`src/exec_consts.svh`:
```
`ifndef EXEC_CONSTS_SVH
`define EXEC_CONSTS_SVH

// datapath width of the integer cluster
`define EXEC_XLEN 64
// word ops work on the low half and sign-extend
`define EXEC_WLEN 32

// register file geometry
`define EXEC_RADDR_W 5
`define EXEC_NREGS 32

// wide enough to shift across the whole datapath
`define EXEC_SHAMT_W 6

`endif

```
`src/exec_data_pkg.sv`:
```
`default_nettype none

`include "exec_consts.svh"

// datapath value types shared by every stage
package exec_data_pkg;

    // full-width operand or result
    typedef logic [`EXEC_XLEN-1:0] xdata_t;

    // low half, used by word ops
    typedef logic [`EXEC_WLEN-1:0] xword_t;

    // register file index
    typedef logic [`EXEC_RADDR_W-1:0] reg_addr_t;

    // shift amount, low bits of op2
    typedef logic [`EXEC_SHAMT_W-1:0] shamt_t;

endpackage

`default_nettype wire

```
`src/exec_op_pkg.sv`:
```
`default_nettype none

// operation encodings for issue and the execution units
package exec_op_pkg;

    // raw select as it travels down the pipe
    typedef logic [1:0] opsel_t;

    // which unit owns the op
    typedef enum logic [1:0] {
        UNIT_ARITH = 2'd0,
        UNIT_LOGIC = 2'd1,
        UNIT_SHIFT = 2'd2
    } unit_e;

    // arithmetic unit codes
    typedef enum logic [1:0] {ADD = 2'd0, SLT = 2'd1, CMP = 2'd2} arith_op_e;

    // logic unit codes, SLA is shift-and-add for address generation
    typedef enum logic [1:0] {AND = 2'd0, OR = 2'd1, XOR = 2'd2, SLA = 2'd3} logic_op_e;

    // shifter codes
    typedef enum logic [1:0] {SHL = 2'd0, SHR = 2'd1, ROL = 2'd2, ROR = 2'd3} shift_op_e;

endpackage

`default_nettype wire

```
`src/exec_logic.sv`:
```
`timescale 1ns/100ps
`default_nettype none

module exec_logic (
    input  wire                        i_clk,
    input  wire                        i_rst_n,
    input  wire exec_data_pkg::xdata_t i_op1,
    input  wire exec_data_pkg::xdata_t i_op2,
    input  wire exec_op_pkg::opsel_t   i_opsel,
    // inverts op2 for andn/orn/xnor
    input  wire                        i_modifier,
    // base scale for SLA, x1/x2/x4/x8
    input  wire [1:0]                  i_sll,
    output exec_data_pkg::xdata_t      o_result
);
    exec_data_pkg::xdata_t op2_inv;
    exec_data_pkg::xdata_t result;

    assign op2_inv = i_op2 ^ {$bits(exec_data_pkg::xdata_t){i_modifier}};

    always_comb begin
        case (exec_op_pkg::logic_op_e'(i_opsel))
            exec_op_pkg::AND: result = i_op1 & op2_inv;
            exec_op_pkg::OR:  result = i_op1 | op2_inv;
            exec_op_pkg::XOR: result = i_op1 ^ op2_inv;
            // address generation, offset is never inverted
            default:          result = (i_op1 << i_sll) + i_op2;
        endcase
    end

    always_ff @(posedge i_clk, negedge i_rst_n) begin
        if (!i_rst_n) begin
            o_result <= '0;
        end else begin
            o_result <= result;
        end
    end
endmodule

`default_nettype wire

```
`config.mk`:
```
export PLATFORM = sky130hd
export DESIGN_NAME = exec_logic
export DESIGN_NICKNAME = d
export VERILOG_FILES = /design/src/exec_data_pkg.sv /design/src/exec_op_pkg.sv /design/src/exec_logic.sv
export VERILOG_INCLUDE_DIRS = /design/src
export SDC_FILE = /design/constraint.sdc
export NUM_CORES = 1
export LEC_CHECK = 0
export BUFFER_PORTS_ARGS = -buffer_cell sky130_fd_sc_hd__buf_2
export CAP_MARGIN = 10
export CORE_UTILIZATION = 45
export DETAILED_ROUTE_END_ITERATION = 7
export PLACE_DENSITY_LB_ADDON = 0.05
export SYNTH_ARGS = -nofsm -noshare
export SYNTH_HDL_FRONTEND = slang
export SYNTH_SLANG_ARGS = --single-unit
```
`constraint.sdc`:
```
create_clock -name i_clk -period 0.8 [get_ports i_clk]
set_clock_uncertainty 0.15 [all_clocks]
set_input_delay 0 -clock i_clk [delete_from_list [all_inputs] [get_ports i_clk]]
set_output_delay 0 -clock i_clk [all_outputs]
set_load 0.01 [all_outputs]
```
==> summary.md <==
| Metric | Value |
|---|---|
| Setup ws final | `-2.785 ns` |
| Initial core utilization | `45.84%` |
| Family with the most delay on the worst path | `compound AO/OA/AOI/OAI gates` |
| Synth cell types | `58` |
| CTS buffer count | `9` |
| Dpl cell area | `15730 µm²` |
| IO Pins | `about 200` |
| EDFF count, synth | `0` |
| Final ANT Viol Nets | `0` |
| Mean Syn Cell Area | `9.262 µm²` |
| Final Hold Fails | `8` |
| Slew Limit Fails | `0` |
| Rel. slew slack | `67.87%` |
| Fraction of layout cells with a size suffix above 1 | `51.68%` |
| Min Clock Period, post-route | `about 3.6 ns` |
| Critical path fanouts, max | `6` |
| Most frequent cells in the layout | `411 x buf_4, 194 x inv_1, 186 x buf_2` |
| Final core utilization | `between 70% and 80%` |
| Critical path arrival | `between 3 and 4 ns` |
| Worst-margin pin slew | `0.4809 ns` |
| Yosys reg bits | `64` |
| Die Area | `25330 µm²` |
| Final Cycle Share | `448.2%` |
| 1st-pass router iterations | `5` |
| Startpoint class of the critical path | `input pin` |
| Main synth FF type | `dfrtp_1` |
| Final setup fails | `approximately 130` |
| CTS Buffer Depth | `2` |
| Via count | `approximately 12000` |
| Setup TNS | `-161.72 ns` |
| Routed wire length | `37.29 mm` |
| Critical path capture point | `o_result[55]` |
| WHS | `-0.1316 ns` |
| RSZ-0062 raised after global routing | `yes` |
| CTS tree | `done` |
| Biggest register | `o_result` |
| Max Cap Viol | `0` |
| Pre-CTS setup slack | `-3.117 ns` |
| Vias in the first global route | `~12000` |
| IO Port Bufs | `198` |
| GRT Residual Overflow | `0` |
| Post-route DRC | `0` |
| Most common cell after layout, fill and taps aside | `buf_4` |
| Cells after DPL | `2062` |
| Antenna violations before repair | `3` |
| Slowest library cell on the worst path | `mux4_2` |
| CP endpoint kind | `register` |
| F_max | `between 0.2 and 0.3 GHz` |
| CP startpoint | `i_sll[0]` |
| Mapped Cells | `1200` |
| Placer Congestion | `0.9180` |
| WL per Instance | `around 17 µm` |
| Overall Global Routing Usage | `29.63%` |
| Core area | `between 20000 and 25000 µm²` |
| Outcome | `finished with violations` |
| Leak | `8.852 nW` |
| Cells along the critical path | `buf_12 -> buf_12 -> buf_12 -> mux2i_2 -> or2_4 -> inv_2 -> ha_4 -> a211oi_4 -> nor2_2 -> a221o_2 -> buf_6 -> a31oi_4 -> o211ai_4 -> a31oi_4 -> o41ai_4 -> buf_4 -> a211oi_4 -> xnor2_1 -> mux4_2` |
| Fin nets | `between 2000 and 2500` |
| Final HPWL DP | `28.85 mm` |
| Largest net degree at the start of global routing | `29` |
| Post-synthesis net count | `1527` |
| Sequential-to-total area share from yosys stat | `14.41%` |
| # clock sinks | `64` |
| Critical path class | `in2reg` |
| Most used cell along the critical path | `buf_12` |
| H-Tree Depth | `3` |
| Crit-path max cell delay | `0.47 ns` |
| Top flop regs | `o_result x64` |
| Cell Rows | `57` |
| Starting DRT DRC Count | `680` |
| Finished Layout Cells | `2142` |
| Layout area overhead | `58.07%` |
| Asr flop ratio synth | `100.0%` |
| Clock-pin transition on the worst setup and hold timing paths | `0.07 ns` |
| Hold buffers post-CTS | `1` |
| Die X | `159.2 µm` |
| Failing checks | `hold timing, setup timing` |
| Clock Tree Root | `clkbuf_16` |
| Vias per cell | `about 5.4` |
| Post-route cell area | `17570 µm²` |
| Ys Warns | `0` |
| First-pass GRT wire length | `59.70 mm` |
| Peak supply drop | `~700 µV` |
| Max reg flops | `64` |
| Total power | `24.30 mW` |
| Power density cells | `1383 nW/µm²` |
| Die height | `159.2 µm` |
| Hold Crit Class | `in2async` |
| Worst EP required | `0.88 ns` |
| Stages on worst setup path | `19` |
| Mapped cell area | `11110 µm²` |
| Worst path bufs/invs | `6` |
==> cells in the mapped netlist, types with 2 or more instances <==
| cell type | count | area, µm² |
|---|---|---|
| a211oi_1 | 19 | 142.6 |
| a21boi_0 | 7 | 52.55 |
| a21o_1 | 29 | 217.7 |
| a21oi_1 | 86 | 430.4 |
| a221oi_1 | 2 | 17.52 |
| a221oi_2 | 2 | 30.03 |
| a31oi_1 | 6 | 37.54 |
| a31oi_4 | 2 | 42.54 |
| a41oi_1 | 2 | 17.52 |
| and2_1 | 4 | 25.02 |
| and3_1 | 4 | 25.02 |
| buf_1 | 15 | 56.30 |
| buf_2 | 11 | 55.05 |
| buf_4 | 6 | 45.04 |
| clkbuf_1 | 29 | 108.9 |
| clkbuf_2 | 2 | 10.01 |
| dfrtp_1 | 64 | 1602 |
| ha_1 | 191 | 2390 |
| inv_1 | 197 | 739.5 |
| mux2i_1 | 2 | 20.02 |
| mux4_2 | 105 | 2365 |
| nand2_1 | 61 | 229.0 |
| nand2b_1 | 3 | 18.77 |
| nand3_1 | 17 | 85.08 |
| nand4_1 | 17 | 106.4 |
| nor2_1 | 51 | 191.4 |
| nor2b_1 | 7 | 43.79 |
| nor3_1 | 11 | 55.05 |
| nor4_1 | 4 | 25.02 |
| o211ai_1 | 8 | 60.06 |
| o21a_1 | 8 | 60.06 |
| o21ai_0 | 54 | 270.3 |
| o21ai_1 | 3 | 15.01 |
| o21bai_1 | 16 | 120.1 |
| o31ai_1 | 3 | 22.52 |
| or2_2 | 2 | 12.51 |
| or3_1 | 5 | 31.28 |
| xnor2_1 | 42 | 367.9 |
| xor2_1 | 84 | 735.7 |
==> cell type report <==
| cell class | instances | area (µm²) |
|---|---|---|
| tap | 324 | 405.4 |
| clock buffer | 10 | 239.0 |
| antenna | 3 | 7.507 |
| clock inverter | 6 | 91.34 |
| fill | 1831 | 6680 |
| timing repair buffer | 663 | 4940 |
| multi-input combinational | 875 | 9544 |
| inverter | 197 | 739.5 |
| sequential | 64 | 1602 |
==> worst min-delay path by stage <==
| stage | depth (start not counted) | from | end | slack [ns] |
|---|---|---|---|---|
| final | 2 | i_rst_n | o_result[47] | -0.13 |
| after detailed placement | 1 | i_rst_n | o_result[47] | -0.30 |
| after global routing | 2 | i_rst_n | o_result[47] | -0.13 |
| after floorplan | 0 | i_rst_n | o_result[0] | -0.45 |
| after CTS | 2 | i_rst_n | o_result[47] | -0.14 |
| after global placement | 1 | i_rst_n | o_result[47] | -0.30 |
==> cells by family after synthesis <==
family | share of synthesized area [%]
flip-flops | 14.41
AO/OA/AOI/OAI | 15.41
adder cells (fa/ha/maj) | 21.68
buffers and inverters | 9.231
AND/OR/NAND/NOR | 7.880
XOR/XNOR | 9.929
multiplexers | 21.46
==> repair_timing <==
| action | in CTS | in global routing |
|---|---|---|
| setup buffers | 55 | 20 |
| cloned | 1 | 0 |
| endpoints found under the setup margin | 128 | 128 |
| resized for setup | 161 | 53 |
| hold endpoints to repair | 68 | 6 |
| pin swaps | 68 | 45 |
==> per-layer routing <==
layer / up-vias / share of wire [%] / global-route usage (%)
li1: 5468 / - / -
met1: 5641 / 42 / 36.60
met2: 331 / 50 / 51.81
met3: 83 / 4.0 / 3.438
met4: 0 / 3.8 / 13.51
met5: - / 0 / 0
==> report_power, final <==
part	internal, mW	total, mW	switching, mW
logic	8.21	15.5	7.30
registers	3.87	4.07	0.200
clock network	2.84	4.73	1.89
total	14.9	24.3	9.39
No activity file was read; power rests on OpenSTA's default activity.
