## config.mk

```make
export PLATFORM = sky130hd
export DESIGN_NAME = exec_arith
export DESIGN_NICKNAME = d
export VERILOG_FILES = /design/src/exec_data_pkg.sv /design/src/exec_op_pkg.sv /design/src/exec_arith.sv
export VERILOG_INCLUDE_DIRS = /design/src
export SDC_FILE = /design/constraint.sdc
export NUM_CORES = 1
export LEC_CHECK = 0
export BUFFER_PORTS_ARGS = -buffer_cell sky130_fd_sc_hd__buf_2
export CAP_MARGIN = 25
export CELL_PAD_IN_SITES_DETAIL_PLACEMENT = 0
export CELL_PAD_IN_SITES_GLOBAL_PLACEMENT = 1
export CORE_ASPECT_RATIO = 0.8
export CORE_MARGIN = 4
export CORE_UTILIZATION = 30
export DETAILED_ROUTE_END_ITERATION = 10
export PLACE_DENSITY = 0.68
export SLEW_MARGIN = 10
export SYNTH_ARGS = -nofsm -noshare
export SYNTH_HDL_FRONTEND = slang
export SYNTH_SLANG_ARGS = --single-unit
export TNS_END_PERCENT = 20
```

## constraint.sdc

```tcl
create_clock -name i_clk -period 0.8 [get_ports i_clk]
set_clock_uncertainty 0.2 [all_clocks]
set_input_delay 0.2 -clock i_clk [delete_from_list [all_inputs] [get_ports i_clk]]
set_output_delay 0.2 -clock i_clk [all_outputs]
set_load 0.05 [all_outputs]
```

## src/exec_consts.svh

```systemverilog
`ifndef EXEC_CONSTS_SVH
`define EXEC_CONSTS_SVH

// datapath width of the integer cluster
`define EXEC_XLEN 64
// word ops work on the low half and sign-extend
`define EXEC_WLEN 32

// register file geometry
`define EXEC_RADDR_W 5
`define EXEC_NREGS 32

// wide enough to shift across the whole datapath
`define EXEC_SHAMT_W 6

`endif

```

## src/exec_data_pkg.sv

```systemverilog
`default_nettype none

`include "exec_consts.svh"

// datapath value types shared by every stage
package exec_data_pkg;

    // full-width operand or result
    typedef logic [`EXEC_XLEN-1:0] xdata_t;

    // low half, used by word ops
    typedef logic [`EXEC_WLEN-1:0] xword_t;

    // register file index
    typedef logic [`EXEC_RADDR_W-1:0] reg_addr_t;

    // shift amount, low bits of op2
    typedef logic [`EXEC_SHAMT_W-1:0] shamt_t;

endpackage

`default_nettype wire

```

## src/exec_op_pkg.sv

```systemverilog
`default_nettype none

// operation encodings for issue and the execution units
package exec_op_pkg;

    // raw select as it travels down the pipe
    typedef logic [1:0] opsel_t;

    // which unit owns the op
    typedef enum logic [1:0] {
        UNIT_ARITH = 2'd0,
        UNIT_LOGIC = 2'd1,
        UNIT_SHIFT = 2'd2
    } unit_e;

    // arithmetic unit codes
    typedef enum logic [1:0] {ADD = 2'd0, SLT = 2'd1, CMP = 2'd2} arith_op_e;

    // logic unit codes, SLA is shift-and-add for address generation
    typedef enum logic [1:0] {AND = 2'd0, OR = 2'd1, XOR = 2'd2, SLA = 2'd3} logic_op_e;

    // shifter codes
    typedef enum logic [1:0] {SHL = 2'd0, SHR = 2'd1, ROL = 2'd2, ROR = 2'd3} shift_op_e;

endpackage

`default_nettype wire

```

## src/exec_arith.sv

```systemverilog
`timescale 1ns/100ps
`default_nettype none

`include "exec_consts.svh"

module exec_arith (
    input  wire                         i_clk,
    input  wire                         i_rst_n,
    input  wire exec_data_pkg::xdata_t  i_op1,
    input  wire exec_data_pkg::xdata_t  i_op2,
    input  wire exec_op_pkg::opsel_t    i_opsel,
    // subtract for ADD, min instead of max for CMP
    input  wire                         i_modifier,
    input  wire                         i_unsigned,
    input  wire                         i_word,
    input  wire                         i_branch_equal,
    input  wire                         i_branch_invert,
    output exec_data_pkg::xdata_t       o_result,
    output logic                        o_branch
);
    exec_op_pkg::arith_op_e op;
    logic                   sub;
    logic [`EXEC_XLEN:0]    add_a;
    logic [`EXEC_XLEN:0]    add_b;
    logic [`EXEC_XLEN:0]    sum;
    exec_data_pkg::xword_t  sum_lo;
    logic                   lt;
    logic                   eq;
    exec_data_pkg::xdata_t  result;

    assign op = exec_op_pkg::arith_op_e'(i_opsel);

    // compares need op1 - op2 no matter what the issuer set
    assign sub = i_modifier || (op != exec_op_pkg::ADD);

    // extra top bit holds the sign, or 0 when unsigned, so bit 64 is less-than
    assign add_a  = {i_op1[`EXEC_XLEN-1] & ~i_unsigned, i_op1};
    assign add_b  = {i_op2[`EXEC_XLEN-1] & ~i_unsigned, i_op2} ^ {(`EXEC_XLEN+1){sub}};
    assign sum    = add_a + add_b + {{`EXEC_XLEN{1'b0}}, sub};
    assign sum_lo = sum[`EXEC_WLEN-1:0];
    assign lt     = sum[`EXEC_XLEN];
    assign eq     = (i_op1 == i_op2);

    always_comb begin
        case (op)
            exec_op_pkg::ADD: begin
                // word add sign-extends from bit 31
                result = i_word ? {{`EXEC_WLEN{sum_lo[`EXEC_WLEN-1]}}, sum_lo}
                                : sum[`EXEC_XLEN-1:0];
            end
            exec_op_pkg::SLT: result = exec_data_pkg::xdata_t'(lt);
            // max picks op2 when op1 < op2, min flips that
            exec_op_pkg::CMP: result = (lt ^ i_modifier) ? i_op2 : i_op1;
            default:          result = '0;
        endcase
    end

    always_ff @(posedge i_clk, negedge i_rst_n) begin
        if (!i_rst_n) begin
            o_result <= '0;
            o_branch <= 1'b0;
        end else begin
            o_result <= result;
            // eq/ne or lt/ge, signedness from i_unsigned
            o_branch <= (i_branch_equal ? eq : lt) ^ i_branch_invert;
        end
    end
endmodule

`default_nettype wire

```

==> impl_metrics.tcl <==
set metrics [dict create \
    post_synth_adder_cell_area 0.09051 \
    drt_iter0_drc 868 \
    avgSynthCellArea_um2 7.900 \
    top_layer "met5" \
    worst_pin_slew_ns 0.8266 \
    drt-met1-wl_um 21700 \
    detailed_place_hpwl_um 36580 \
    setup_total_negative_slack_ns -229.99 \
    count_of_flip_flops_with_a_built_in_enable_after_synthesis 0 \
    die_h_um 163.5 \
    synth_compound_area_frac 0.2699 \
    final_layout_size_suffix_gt1_frac 0.4347 \
    mappedNetlistNets 1350 \
    clock_sink_count 65 \
    min_period_over_period 4.894 \
    cts.root.buffer_cell "sky130_fd_sc_hd__clkbuf_16" \
    post_synth_and_or_nand_nor_area_fraction 0.1810 \
    ios 202 \
    drv_slew 0 \
    ys_ff_latch 65 \
    die-area_um2 33090 \
    vdd_ir_drop_max_v 0.001062 \
    worst_hold_path_type "in -> async" \
    p_leak_nw 7.363 \
    worst_setup_path_start_kind "input port" \
    worst_hold_margin_ns -0.3663 \
    post_synth_num_cell_types 76 \
    place.gp.congestion 0.9979 \
    violations_in_the_final_reports "hold timing, setup timing" \
    yosysSeqAreaShare 0.1794 \
    grt.total_usage 0.2578 \
    postSynth.topFlopCell "sky130_fd_sc_hd__dfrtp_1" \
    max_freq_ghz 0.2554 \
    first_global_vias 11159 \
    clock_tree.htree_level_count 3 \
    std_cell_rows 56 \
    globalRouteOverflowTotal 0 \
    worst_setup_hold_path_clk_slew_ns 0.07 \
    cts-buffers-inserted 9 \
    endpoint_kind "register" \
    routed-wl-met3_um 3815 \
    synth_xor_xnor_area_share 0.1533 \
    nets 1996 \
    worst_ep_required_time_ns 0.87 \
    synth.area.mux_share 0.07519 \
    timing.final.crit_period_ns 3.915 \
    cp_max_fo 8 \
    fillerInstances 2865 \
    finalWirelength_um 44880 \
    initial_utilization 0.3067 \
    tritoncts_clock_tree "yes" \
    place_ws_ns -3.506 \
    wl_per_cell_um 20.35 \
    dr.pass1.iters 5 \
    timing.setup.critical_path_class "in -> reg" \
    synthesis.yosys.warnings 0 \
    report.final.hold_viol_count 67 \
    cts.path.max_buffers 2 \
    max-slew-margin-rel 0.4489 \
    drt_drc_violations_left 0 \
    grt_antenna_before_repair 1 \
    max_cap_violations 0 \
    coreArea_um2 29570 \
    synthesis.area_um2 9069 \
    worstPathArrival_ns 3.98 \
    run_status "complete, but fails checks" \
    worst_slack_ns -3.115 \
    die-width_um 202.4 \
    count_of_antenna_violating_nets_left_after_detailed_routing 0 \
    antennaDiodeCount 0 \
    area_overhead_vs_synth_pct 68.38 \
    setup_repair_after_global_routing_missed_its_margin "yes" \
    synthArstFlopShare 1.000 \
    p_per_area_nw_per_um2 1654 \
    synth_top_family_by_area "compound AO/OA/AOI/OAI gates" \
    grt_max_degree 67 \
    synthesized_netlist_cell_count 1148 \
    grt_pass1_wl_um 65540 \
    setup_viol 130 \
    port_buffers 201 \
    route.met2.wl_um 18250 \
    via_count 11487 \
    routed_via_density 5.210 \
]
[through the flow]
stage	instance area (µm²)	std cells	total power [mW]	hold slack, ns	util
after CTS	14950	2186	24.44	-0.3608	0.5055
after global placement	14030	2155	18.68	0.02722	0.4745
final	15270	2205	25.26	-0.3663	0.5164
after floorplan	9281	1148	12.27	-0.2956	-
after global routing	15270	2205	26.50	-0.3380	0.5164
after detailed placement	14030	2155	18.75	0.03672	0.4745
[cell usage after synthesis, types with 13 or more instances]
master	number	area, µm²
sky130_fd_sc_hd__nand4_1	35	219.0
sky130_fd_sc_hd__mux2i_1	67	670.6
sky130_fd_sc_hd__clkbuf_1	45	168.9
sky130_fd_sc_hd__a21o_1	36	270.3
sky130_fd_sc_hd__dfrtp_1	65	1627
sky130_fd_sc_hd__nor2_1	81	304.0
sky130_fd_sc_hd__or3_1	24	150.1
sky130_fd_sc_hd__o211ai_1	13	97.59
sky130_fd_sc_hd__inv_1	36	135.1
sky130_fd_sc_hd__o21ai_0	55	275.3
sky130_fd_sc_hd__nor4_1	13	81.33
sky130_fd_sc_hd__a21oi_1	100	500.5
sky130_fd_sc_hd__nand3_1	22	110.1
sky130_fd_sc_hd__o22ai_1	22	137.6
sky130_fd_sc_hd__a211oi_1	39	292.8
sky130_fd_sc_hd__xor2_1	26	227.7
sky130_fd_sc_hd__xnor2_1	130	1139
sky130_fd_sc_hd__nor3_1	20	100.1
sky130_fd_sc_hd__o21bai_1	17	127.6
sky130_fd_sc_hd__nand2_1	78	292.8
sky130_fd_sc_hd__ha_1	64	800.8
[metal layers]
metal / global-route usage / up-vias
met5: 0 / -
met4: 0.07310 / 2
met3: 0.05597 / 52
met2: 0.3694 / 444
met1: 0.3859 / 5438
li1: - / 5551
[cells by family (layout without fill, tap and decap cells)]
group                      after synthesis  count (layout)
AOI/OAI and AO/OA                      365             365
xor gates and xnor gates               157             157
adders and majority gates               65              65
buffers and inverters                  104             755
DFF                                     65              65
muxes                                   68              68
and+or+nand+nor                        324             324
[how the worst max path moves through the flow]
stage | startpoint | to | depth (start not counted)
finish | i_opsel[0] | o_result[20] | 19
floorplan | i_modifier | o_result[35] | 19
detailed placement | i_opsel[1] | o_result[9] | 17
global placement | i_opsel[1] | o_result[39] | 19
global route | i_opsel[0] | o_result[26] | 19
CTS | i_opsel[1] | o_result[9] | 18
[power breakdown]
part / switching, mW / internal (mW) / total, mW
sequential: 0.284 / 3.77 / 4.06
clock: 1.84 / 2.89 / 4.73
combinational: 8.76 / 7.70 / 16.5
[critical path, cell delays in order]
cell,delay (ns)
sky130_fd_sc_hd__buf_8,0.10
sky130_fd_sc_hd__nor3_4,0.21
sky130_fd_sc_hd__buf_12,0.16
sky130_fd_sc_hd__buf_6,0.13
sky130_fd_sc_hd__xnor2_1,0.07
sky130_fd_sc_hd__ha_2,0.38
sky130_fd_sc_hd__nand4_1,0.18
sky130_fd_sc_hd__a21oi_4,0.23
sky130_fd_sc_hd__buf_6,0.12
sky130_fd_sc_hd__o211ai_1,0.07
sky130_fd_sc_hd__buf_4,0.16
sky130_fd_sc_hd__a2111oi_4,0.41
sky130_fd_sc_hd__o2111ai_2,0.25
sky130_fd_sc_hd__and3_4,0.25
sky130_fd_sc_hd__xnor3_4,0.36
sky130_fd_sc_hd__buf_8,0.18
sky130_fd_sc_hd__buf_12,0.15
sky130_fd_sc_hd__mux2i_1,0.12
sky130_fd_sc_hd__a211oi_1,0.26
[repair_timing]
action	CTS	global route
gates cloned	0	4
endpoints found under the setup margin	130	130
pin swaps	14	21
endpoints found under the hold margin	70	66
buffers inserted	15	15
gates resized for setup	147	28
[placed cells by master, fill, tap and decap left out, types with 24 or more instances in the layout]
cell type | Yosys | layout
sky130_fd_sc_hd__buf_4 | 3 | 480
sky130_fd_sc_hd__buf_2 | 10 | 134
sky130_fd_sc_hd__xnor2_1 | 130 | 127
sky130_fd_sc_hd__a21oi_1 | 100 | 95
sky130_fd_sc_hd__nand2_1 | 78 | 78
sky130_fd_sc_hd__nor2_1 | 81 | 77
sky130_fd_sc_hd__buf_6 | 6 | 68
sky130_fd_sc_hd__dfrtp_1 | 65 | 65
sky130_fd_sc_hd__mux2i_1 | 67 | 62
sky130_fd_sc_hd__ha_1 | 64 | 62
sky130_fd_sc_hd__o21ai_0 | 55 | 53
sky130_fd_sc_hd__a21o_1 | 36 | 36
sky130_fd_sc_hd__inv_1 | 36 | 35
sky130_fd_sc_hd__nand4_1 | 35 | 35
sky130_fd_sc_hd__a211oi_1 | 39 | 27
sky130_fd_sc_hd__xor2_1 | 26 | 26
sky130_fd_sc_hd__or3_1 | 24 | 24
[flip-flops by register name, indices dropped and copies added (netlist names)]
name and flops:
o_result 64, o_branch 1
[area by class of cell]
cell class / count / area, µm² / area share
clock buffers: 11 / 252.7 / 0.01655
inverters: 36 / 135.1 / 0.008850
multi-input cells: 979 / 7197 / 0.4713
repair buffers: 703 / 5473 / 0.3584
clock inverters: 5 / 77.57 / 0.005080
flip-flops and latches: 65 / 1627 / 0.1065
well taps: 406 / 508.0 / 0.03327
Power figures use the tool's default switching activity.
