`src/exec_consts.svh`:
```
`ifndef EXEC_CONSTS_SVH
`define EXEC_CONSTS_SVH

// datapath width of the integer cluster
`define EXEC_XLEN 64
// word ops work on the low half and sign-extend
`define EXEC_WLEN 32

// register file geometry
`define EXEC_RADDR_W 5
`define EXEC_NREGS 32

// wide enough to shift across the whole datapath
`define EXEC_SHAMT_W 6

`endif

```
`src/exec_data_pkg.sv`:
```
`default_nettype none

`include "exec_consts.svh"

// datapath value types shared by every stage
package exec_data_pkg;

    // full-width operand or result
    typedef logic [`EXEC_XLEN-1:0] xdata_t;

    // low half, used by word ops
    typedef logic [`EXEC_WLEN-1:0] xword_t;

    // register file index
    typedef logic [`EXEC_RADDR_W-1:0] reg_addr_t;

    // shift amount, low bits of op2
    typedef logic [`EXEC_SHAMT_W-1:0] shamt_t;

endpackage

`default_nettype wire

```
`src/exec_op_pkg.sv`:
```
`default_nettype none

// operation encodings for issue and the execution units
package exec_op_pkg;

    // raw select as it travels down the pipe
    typedef logic [1:0] opsel_t;

    // which unit owns the op
    typedef enum logic [1:0] {
        UNIT_ARITH = 2'd0,
        UNIT_LOGIC = 2'd1,
        UNIT_SHIFT = 2'd2
    } unit_e;

    // arithmetic unit codes
    typedef enum logic [1:0] {ADD = 2'd0, SLT = 2'd1, CMP = 2'd2} arith_op_e;

    // logic unit codes, SLA is shift-and-add for address generation
    typedef enum logic [1:0] {AND = 2'd0, OR = 2'd1, XOR = 2'd2, SLA = 2'd3} logic_op_e;

    // shifter codes
    typedef enum logic [1:0] {SHL = 2'd0, SHR = 2'd1, ROL = 2'd2, ROR = 2'd3} shift_op_e;

endpackage

`default_nettype wire

```
`src/exec_writeback.sv`:
```
`timescale 1ns/100ps
`default_nettype none

module exec_writeback (
    input  wire                           i_clk,
    input  wire                           i_rst_n,
    input  wire                           i_valid,
    input  wire exec_op_pkg::unit_e       i_unit,
    input  wire exec_data_pkg::reg_addr_t i_rd,
    input  wire exec_data_pkg::xdata_t    i_arith_result,
    input  wire exec_data_pkg::xdata_t    i_logic_result,
    input  wire exec_data_pkg::xdata_t    i_shift_result,
    input  wire                           i_arith_branch,
    output logic                          o_valid,
    output exec_data_pkg::reg_addr_t      o_rd,
    output exec_data_pkg::xdata_t         o_result,
    output logic                          o_branch,
    output logic                          o_wb_en,
    output exec_data_pkg::reg_addr_t      o_wb_addr,
    output exec_data_pkg::xdata_t         o_wb_data
);
    exec_op_pkg::unit_e r_unit;

    // tracking fields line up with the unit result registers
    always_ff @(posedge i_clk, negedge i_rst_n) begin
        if (!i_rst_n) begin
            o_valid <= 1'b0;
            r_unit  <= exec_op_pkg::UNIT_ARITH;
            o_rd    <= '0;
        end else begin
            o_valid <= i_valid;
            r_unit  <= i_unit;
            o_rd    <= i_rd;
        end
    end

    always_comb begin
        case (r_unit)
            exec_op_pkg::UNIT_LOGIC: o_result = i_logic_result;
            exec_op_pkg::UNIT_SHIFT: o_result = i_shift_result;
            default:                 o_result = i_arith_result;
        endcase
    end

    // flag only means something for a valid arithmetic op
    assign o_branch  = o_valid && (r_unit == exec_op_pkg::UNIT_ARITH) && i_arith_branch;

    // same result goes back to the register file
    assign o_wb_en   = o_valid;
    assign o_wb_addr = o_rd;
    assign o_wb_data = o_result;

    assert property (@(posedge i_clk) disable iff (!i_rst_n) !$isunknown(o_valid));
endmodule

`default_nettype wire

```
`config.mk`:
```
export PLATFORM = sky130hd
export DESIGN_NAME = exec_writeback
export DESIGN_NICKNAME = d
export VERILOG_FILES = /design/src/exec_data_pkg.sv /design/src/exec_op_pkg.sv /design/src/exec_writeback.sv
export VERILOG_INCLUDE_DIRS = /design/src
export SDC_FILE = /design/constraint.sdc
export NUM_CORES = 1
export LEC_CHECK = 0
export ABC_AREA = 1
export BUFFER_PORTS_ARGS = -buffer_cell sky130_fd_sc_hd__buf_2
export CAP_MARGIN = 20
export CORE_AREA = 3 3 132 134
export DETAILED_ROUTE_END_ITERATION = 10
export DIE_AREA = 0 0 135 137
export PLACE_DENSITY = 0.48
export SETUP_SLACK_MARGIN = 0.05
export SYNTH_ARGS = -nofsm -noshare
export SYNTH_HDL_FRONTEND = slang
export SYNTH_SLANG_ARGS = --single-unit
```
`constraint.sdc`:
```
create_clock -name i_clk -period 1.6 [get_ports i_clk]
set_input_delay 0.08 -clock i_clk [delete_from_list [all_inputs] [get_ports i_clk]]
set_output_delay 0.08 -clock i_clk [all_outputs]
set_load 0.01 [all_outputs]
```
==> results of run 1 <==
==> worst max-delay path: stages (launching register included) <==
cell     delay, ns
dfrtp_1       0.38
inv_2         0.10
ha_4          0.25
inv_8         0.12
buf_12        0.16
nand2_1       0.07
nand2_2       0.09
buf_2         0.13
==> state kept, by name, summed over array words and instances, names as in the netlist <==
name and count:
o_rd 5, r_unit 2, o_valid 1
==> synth_stat cells <==
library cell    n
and3_1          1
buf_2           9
buf_4          83
buf_6           5
dfrtp_1         8
ha_1            3
inv_1           2
inv_2           1
nand2_1       374
nand2_2        10
==> per-layer routing <==
| layer | part of all wire, % | routed length (um) | vias to the layer above |
|---|---|---|---|
| li1 | - | - | 1943 |
| met1 | 38 | 4780 | 1568 |
| met2 | 53 | 6590 | 204 |
| met3 | 8.7 | 1090 | 2 |
| met4 | 0.12 | 15 | 0 |
| met5 | 0 | 0 | - |
==> report_power, final <==
group          switching [mW]  internal, mW
logic                   0.858         0.717
registers             0.00611         0.214
clock network          0.0898         0.321
total                   0.954          1.25
==> per-stage QoR <==
| stage | total power, mW | cells | util [%] |
|---|---|---|---|
| 2_1_floorplan | 1.15 | 496 | - |
| 3_3_place_gp | 1.66 | 971 | 23.8 |
| 3_5_place_dp | 1.65 | 971 | 23.8 |
| 4_1_cts | 2.20 | 987 | 26.0 |
| 5_1_grt | 2.39 | 988 | 26.5 |
| 6_report | 2.21 | 988 | 26.5 |
==> logic make-up after synthesis <==
kind of cell,after synthesis,synth area share (%)
simple gates,385,60.2
buf+inv,100,30.1
flops,8,8.18
fa+ha+maj,3,1.53
==> cells in the final DEF (no fill, tap or decap) <==
master           n
nand2_4          2
buf_2          335
buf_4            6
nand2_1        335
ha_4             3
buf_16           2
dlygate4sd3_1    9
dfrtp_1          8
buf_12           9
and3_1           1
clkbuf_16        4
inv_2            2
inv_8            1
nand2_2         47
buf_6            4
==> area by class of cell <==
| cell class | instances | area share [%] |
|---|---|---|
| clock buffers | 3 | 1.73 |
| repair buffers | 366 | 48.8 |
| multi-input cells | 388 | 38.1 |
| inverters | 3 | 0.432 |
| flip-flops and latches | 8 | 4.61 |
| well taps | 220 | 6.34 |
==> worst max path at each step <==
| stage | startpoint | to | slack [ns] | cells past startpoint |
|---|---|---|---|---|
| final | r_unit[0] | o_wb_data[12] | -0.02 | 7 |
| after global routing | r_unit[1] | o_wb_data[41] | -0.11 | 7 |
| after CTS | r_unit[0] | o_result[38] | -0.05 | 7 |
| after detailed placement | r_unit[0] | o_result[38] | 0.07 | 7 |
| after global placement | r_unit[0] | o_wb_data[38] | 0.09 | 7 |
| after floorplan | r_unit[0] | o_wb_data[10] | 0.20 | 7 |
==> repair_timing <==
item / CTS / global route
pin swaps: 17 / 2
setup buffers: 2 / 0
hold endpoints to repair: 16 / 0
setup endpoints to repair: 128 / 128
gates cloned: 2 / 1
hold buffers: 9 / 0
resized for setup: 43 / 16
==> results.md, run 1 <==
- Fmax: between 0.6 and 0.7 GHz
- MaxCap Viol Count: 0
- Met3 Resource Use GR: under 10%
- Post-synthesis sequential area ratio: 8.18%
- ANT nets after route: 0
- Post-synth top area share: approximately 57%
- Peak supply drop: about 0.40 mV
- Post-DP Area: between 3000 and 4000 sq um
- Worst Setup Slack post-DPL: between 0.07 and 0.08 ns
- Syn Nets: 702
- Relative slew slack: between 80% and 90%
- Sinks on the clock net: 8
- Worst-path clk slew: roughly 0.04 ns
- Register Area: 200 sq um
- Vias in the first global route: ~3400
- Share of layout cells above drive strength 1: a little over half
- Final Slew Violations: 0
- Total GRT Usage: between 10% and 20%
- Crit. End Element: output port
- Startpoint Class: flop
- Gp weighted congestion: about 0.8
- Routed len/inst: ~13 um
- Maximum root-to-sink buffer count: 2
- GRT busiest layer: met2
- Setup TNS: -0.358 ns
- Final Cell Area: about 4300 sq um
- TritonCTS clock tree: done
- Yosys Warn Count: 0
- Vias per cell: approximately 3.8
- Grt total ovfl: 0
- Run status: finished with violations
- PnR worst setup slack: -0.0249 ns
- Met1 GRT Util: between 10% and 20%
- Core Area: about 16000 sq um
- Dominant cells by area after synthesis: nand2_1 (57%), buf_4 (25%), dfrtp_1 (8.2%)
- Critical Path RT: 1.52 ns
- Die Y: about 140 um
- Final WL: 12500 um
- 1st-pass router iterations: 4
- CTS H-tree lvls: 1
- Final period util: 102%
- Post-synthesis instance total: between 400 and 500
- Final setup violating endpoints: 38
- Distinct cell type count after synthesis: 10
- Minimum clock period: 1.62 ns
- Hold_ws: between 0.2 and 0.25 ns
- Top Ports: ~340
- Synth area leader: nand2_1
- # fillers: between 1500 and 2000
- Met2 usage: around a quarter
- Syn Std Cell Area: about 2400 sq um
- Transition time of the tightest slew-check pin: approximately 0.18 ns
- Rows: 47
- Num CTS Buffers: 3
- Die Footprint: about 18000 sq um
- Post-detail-place hpwl: ~10000 um
- HP Class: primary input to asynchronous set/reset pin
- Chip width: around 140 um
- Initial Util: between 10% and 20%
- Initial detailed-routing violation count: approximately 110
- Remaining DRCs: 0
- Leakage: approximately 2.9 nW
- CTS root buffer: clkbuf_16
- RSZ-0062 raised after global routing: yes
- DR vias: ~3700
- Antenna fix cells: 0
- First-pass GRT wire length: between 15000 and 20000 um
- Layout area overhead: 77.5%
- Initial antenna violation count: 0
- Crit Path Class: flop to output port
- Fin. Hold Viols: 0
- PD cells: just over 500 nW/um^2
- Largest net degree at the start of global routing: 35
- Critical Path Fanout Max: 16
- Critical path arrival: 1.54 ns
- Flops & latches, synth: 8
- Synth Area per Inst: ~4.9 sq um
- Final net count: a little under 1000
- Area occupied by multi-input gates: 1660 sq um
- Port bufs: 343
- Failing checks: setup timing
Power figures use the tool's default switching activity.
==> run 2, diff against run 1 <==
MAX_ROUTING_LAYER = met4   (was unset)
clock period = 2.1 ns   (was 1.6 ns; I/O delays follow)
==> results.md, run 2 (synthesized netlist as in run 1, its figures left out) <==
- Run status: finished clean
- Crit. End Element: output port
- Num CTS Buffers: 3 (unchanged)
- Critical path arrival: 1.68 ns (+0.14 ns)
- MaxCap Viol Count: 0 (unchanged)
- Gp weighted congestion: 0.755 (-5.7%)
- Final Slew Violations: 0 (unchanged)
- ANT nets after route: 0 (unchanged)
- Leakage: 2.77 nW (-3.6%)
- Fin util: 24.3% (-2.1 points)
- Worst-path clk slew: 0.03 ns (about the same)
- Chip width: 135 um (unchanged)
- Total power: 1.54 mW (-30%)
- Final setup violating endpoints: 0 (-100%)
- HP Class: primary input to asynchronous set/reset pin
- Max FFs per register: 5 (unchanged)
- Post-detail-place hpwl: 9920 um (-1.4%)
- Initial detailed-routing violation count: 91 (-19%)
- DR vias: 3664 (-1.4%)
- Cell count after placement: 969 (-0.21%)
- Die Y: 137 um (unchanged)
- Relative slew slack: 76.5% (-12 points)
- First-pass GRT wire length: 16500 um (-5.6%)
- Final period util: between 80% and 90%
- Fmax: 0.560 GHz
- Critical Path Fanout Max: 32 (+16)
- Final WL: 11700 um (-6.2%)
- Register Area: 200 sq um (unchanged)
- Largest net degree at the start of global routing: 65 (+86%)
- Startpoint Class: flop
- TritonCTS clock tree: done
- Crit Path Class: flop to output port
- Sinks on the clock net: 8 (unchanged)
- Vias in the first global route: 3389 (-0.50%)
- Most frequent cells in the layout: nand2_1 (374), buf_2 (343), nand2_2 (10)
- Initial Util: 14.9% (unchanged)
- Die Footprint: 18500 sq um (unchanged)
- Hold_ws: 0.272 ns (+0.0385 ns)
- Fin. Hold Viols: 0 (unchanged)
- Maximum root-to-sink buffer count: 2 (unchanged)
- PD cells: 386 nW/um^2 (-24%)
- Port bufs: 343 (unchanged)
- Transition time of the tightest slew-check pin: 0.352 ns (+0.173 ns)
- Rows: 47 (unchanged)
- RSZ-0062 raised after global routing: no
- Top Ports: 344 (unchanged)
- Setup TNS: 0 ns (+0.358 ns)
- Remaining DRCs: 0 (unchanged)
- Grt total ovfl: 0 (unchanged)
- Critical Path RT: 2.00 ns (+0.48 ns)
- Final net count: 969 (-0.72%)
- Routed len/inst: 11.9 um (-5.6%)
- Initial antenna violation count: 1 (+1)
- Minimum clock period: 1.79 ns
- 1st-pass router iterations: 4 (unchanged)
- Area occupied by multi-input gates: 1520 sq um (-8.3%)
- # fillers: 1926 (+2.1%)
- Layout area overhead: 63.2%
- Non-Filler Instances: 982 (-0.61%)
- Share of layout cells above drive strength 1: 48.2% (-5.8 points)
- Post-CTS Setup Inserts: 0 (-2)
- Most flop-heavy register: o_rd
- Total GRT Usage: 11.2% (-0.58 points)
- Core Area: 16400 sq um (unchanged)
- Largest registers: o_rd (5), r_unit (2), o_valid (1)
- Most common cell after layout, fill and taps aside: nand2_1
- Peak supply drop: 0.202 mV (-49%)
- CTS root buffer: clkbuf_16
- Vias per cell: 3.73 (-0.82%)
- CTS H-tree lvls: 1 (unchanged)
-- run 2: cell count changes in the layout (fill, tap and decap cells not counted), sizes merged --
cell and change:
clkbuf -1, diode +1, buf -6
-- run 2: metrics by stage --
| stage | worst slack (ns) | instance area, sq um |
|---|---|---|
| 2_1_floorplan | 0.677 | 2450 |
| 3_3_place_gp | 0.521 | 3820 |
| 3_5_place_dp | 0.519 | 3820 |
| 4_1_cts | 0.272 | 3990 |
| 5_1_grt | 0.193 | 3990 |
| 6_report | 0.314 | 3990 |
-- run 2: critical path, cell delays in order, from the launching register on --
cell and delay, ns:
dfrtp_1 0.34, inv_1 0.06, ha_2 0.35, buf_4 0.33, nand2_1 0.10, nand2_1 0.12, buf_2 0.15
-- run 2: final cells by class --
| cell class | instances | share of cell area [%] |
|---|---|---|
| clock buffers | 3 | 1.88 |
| flip-flops and latches | 8 | 5.02 |
| inverters | 3 | 0.282 |
| diodes | 1 | 0.0627 |
| repair buffers | 359 | 47.8 |
| multi-input cells | 388 | 38.0 |
| well taps | 220 | 6.90 |
-- run 2: power breakdown --
part	leakage [nW]	switching (mW)	internal, mW
logic	2.64	0.604	0.459
registers	0.0932	0.00410	0.163
clock network	0.0370	0.0649	0.245
total	2.77	0.673	0.867
-- run 2: what timing repair did --
item	in CTS	in global routing
hold endpoints to repair	16	0
gates resized for setup	0	0
hold buffers	9	0
-- run 2: final timing paths --
kind | endpoint | startpoint | cells after the start | slack (ns)
max | o_wb_data[1] | r_unit[1] | 6 | 0.31
min | o_rd[0] | i_rst_n | 2 | 0.27
max in group asynchronous | o_valid | i_rst_n | 2 | 1.66
min in group i_clk | o_result[45] | i_arith_result[45] | 4 | 0.51
-- run 2: metal layers --
layer | up-vias | part of all wire (%) | track usage, %
met2 | 203 | 53 | 22.2
met5 | - | 0 | -
li1 | 1925 | - | -
met1 | 1532 | 37 | 12.2
met3 | 4 | 9.2 | 1.65
met4 | 0 | 0.16 | 1.06
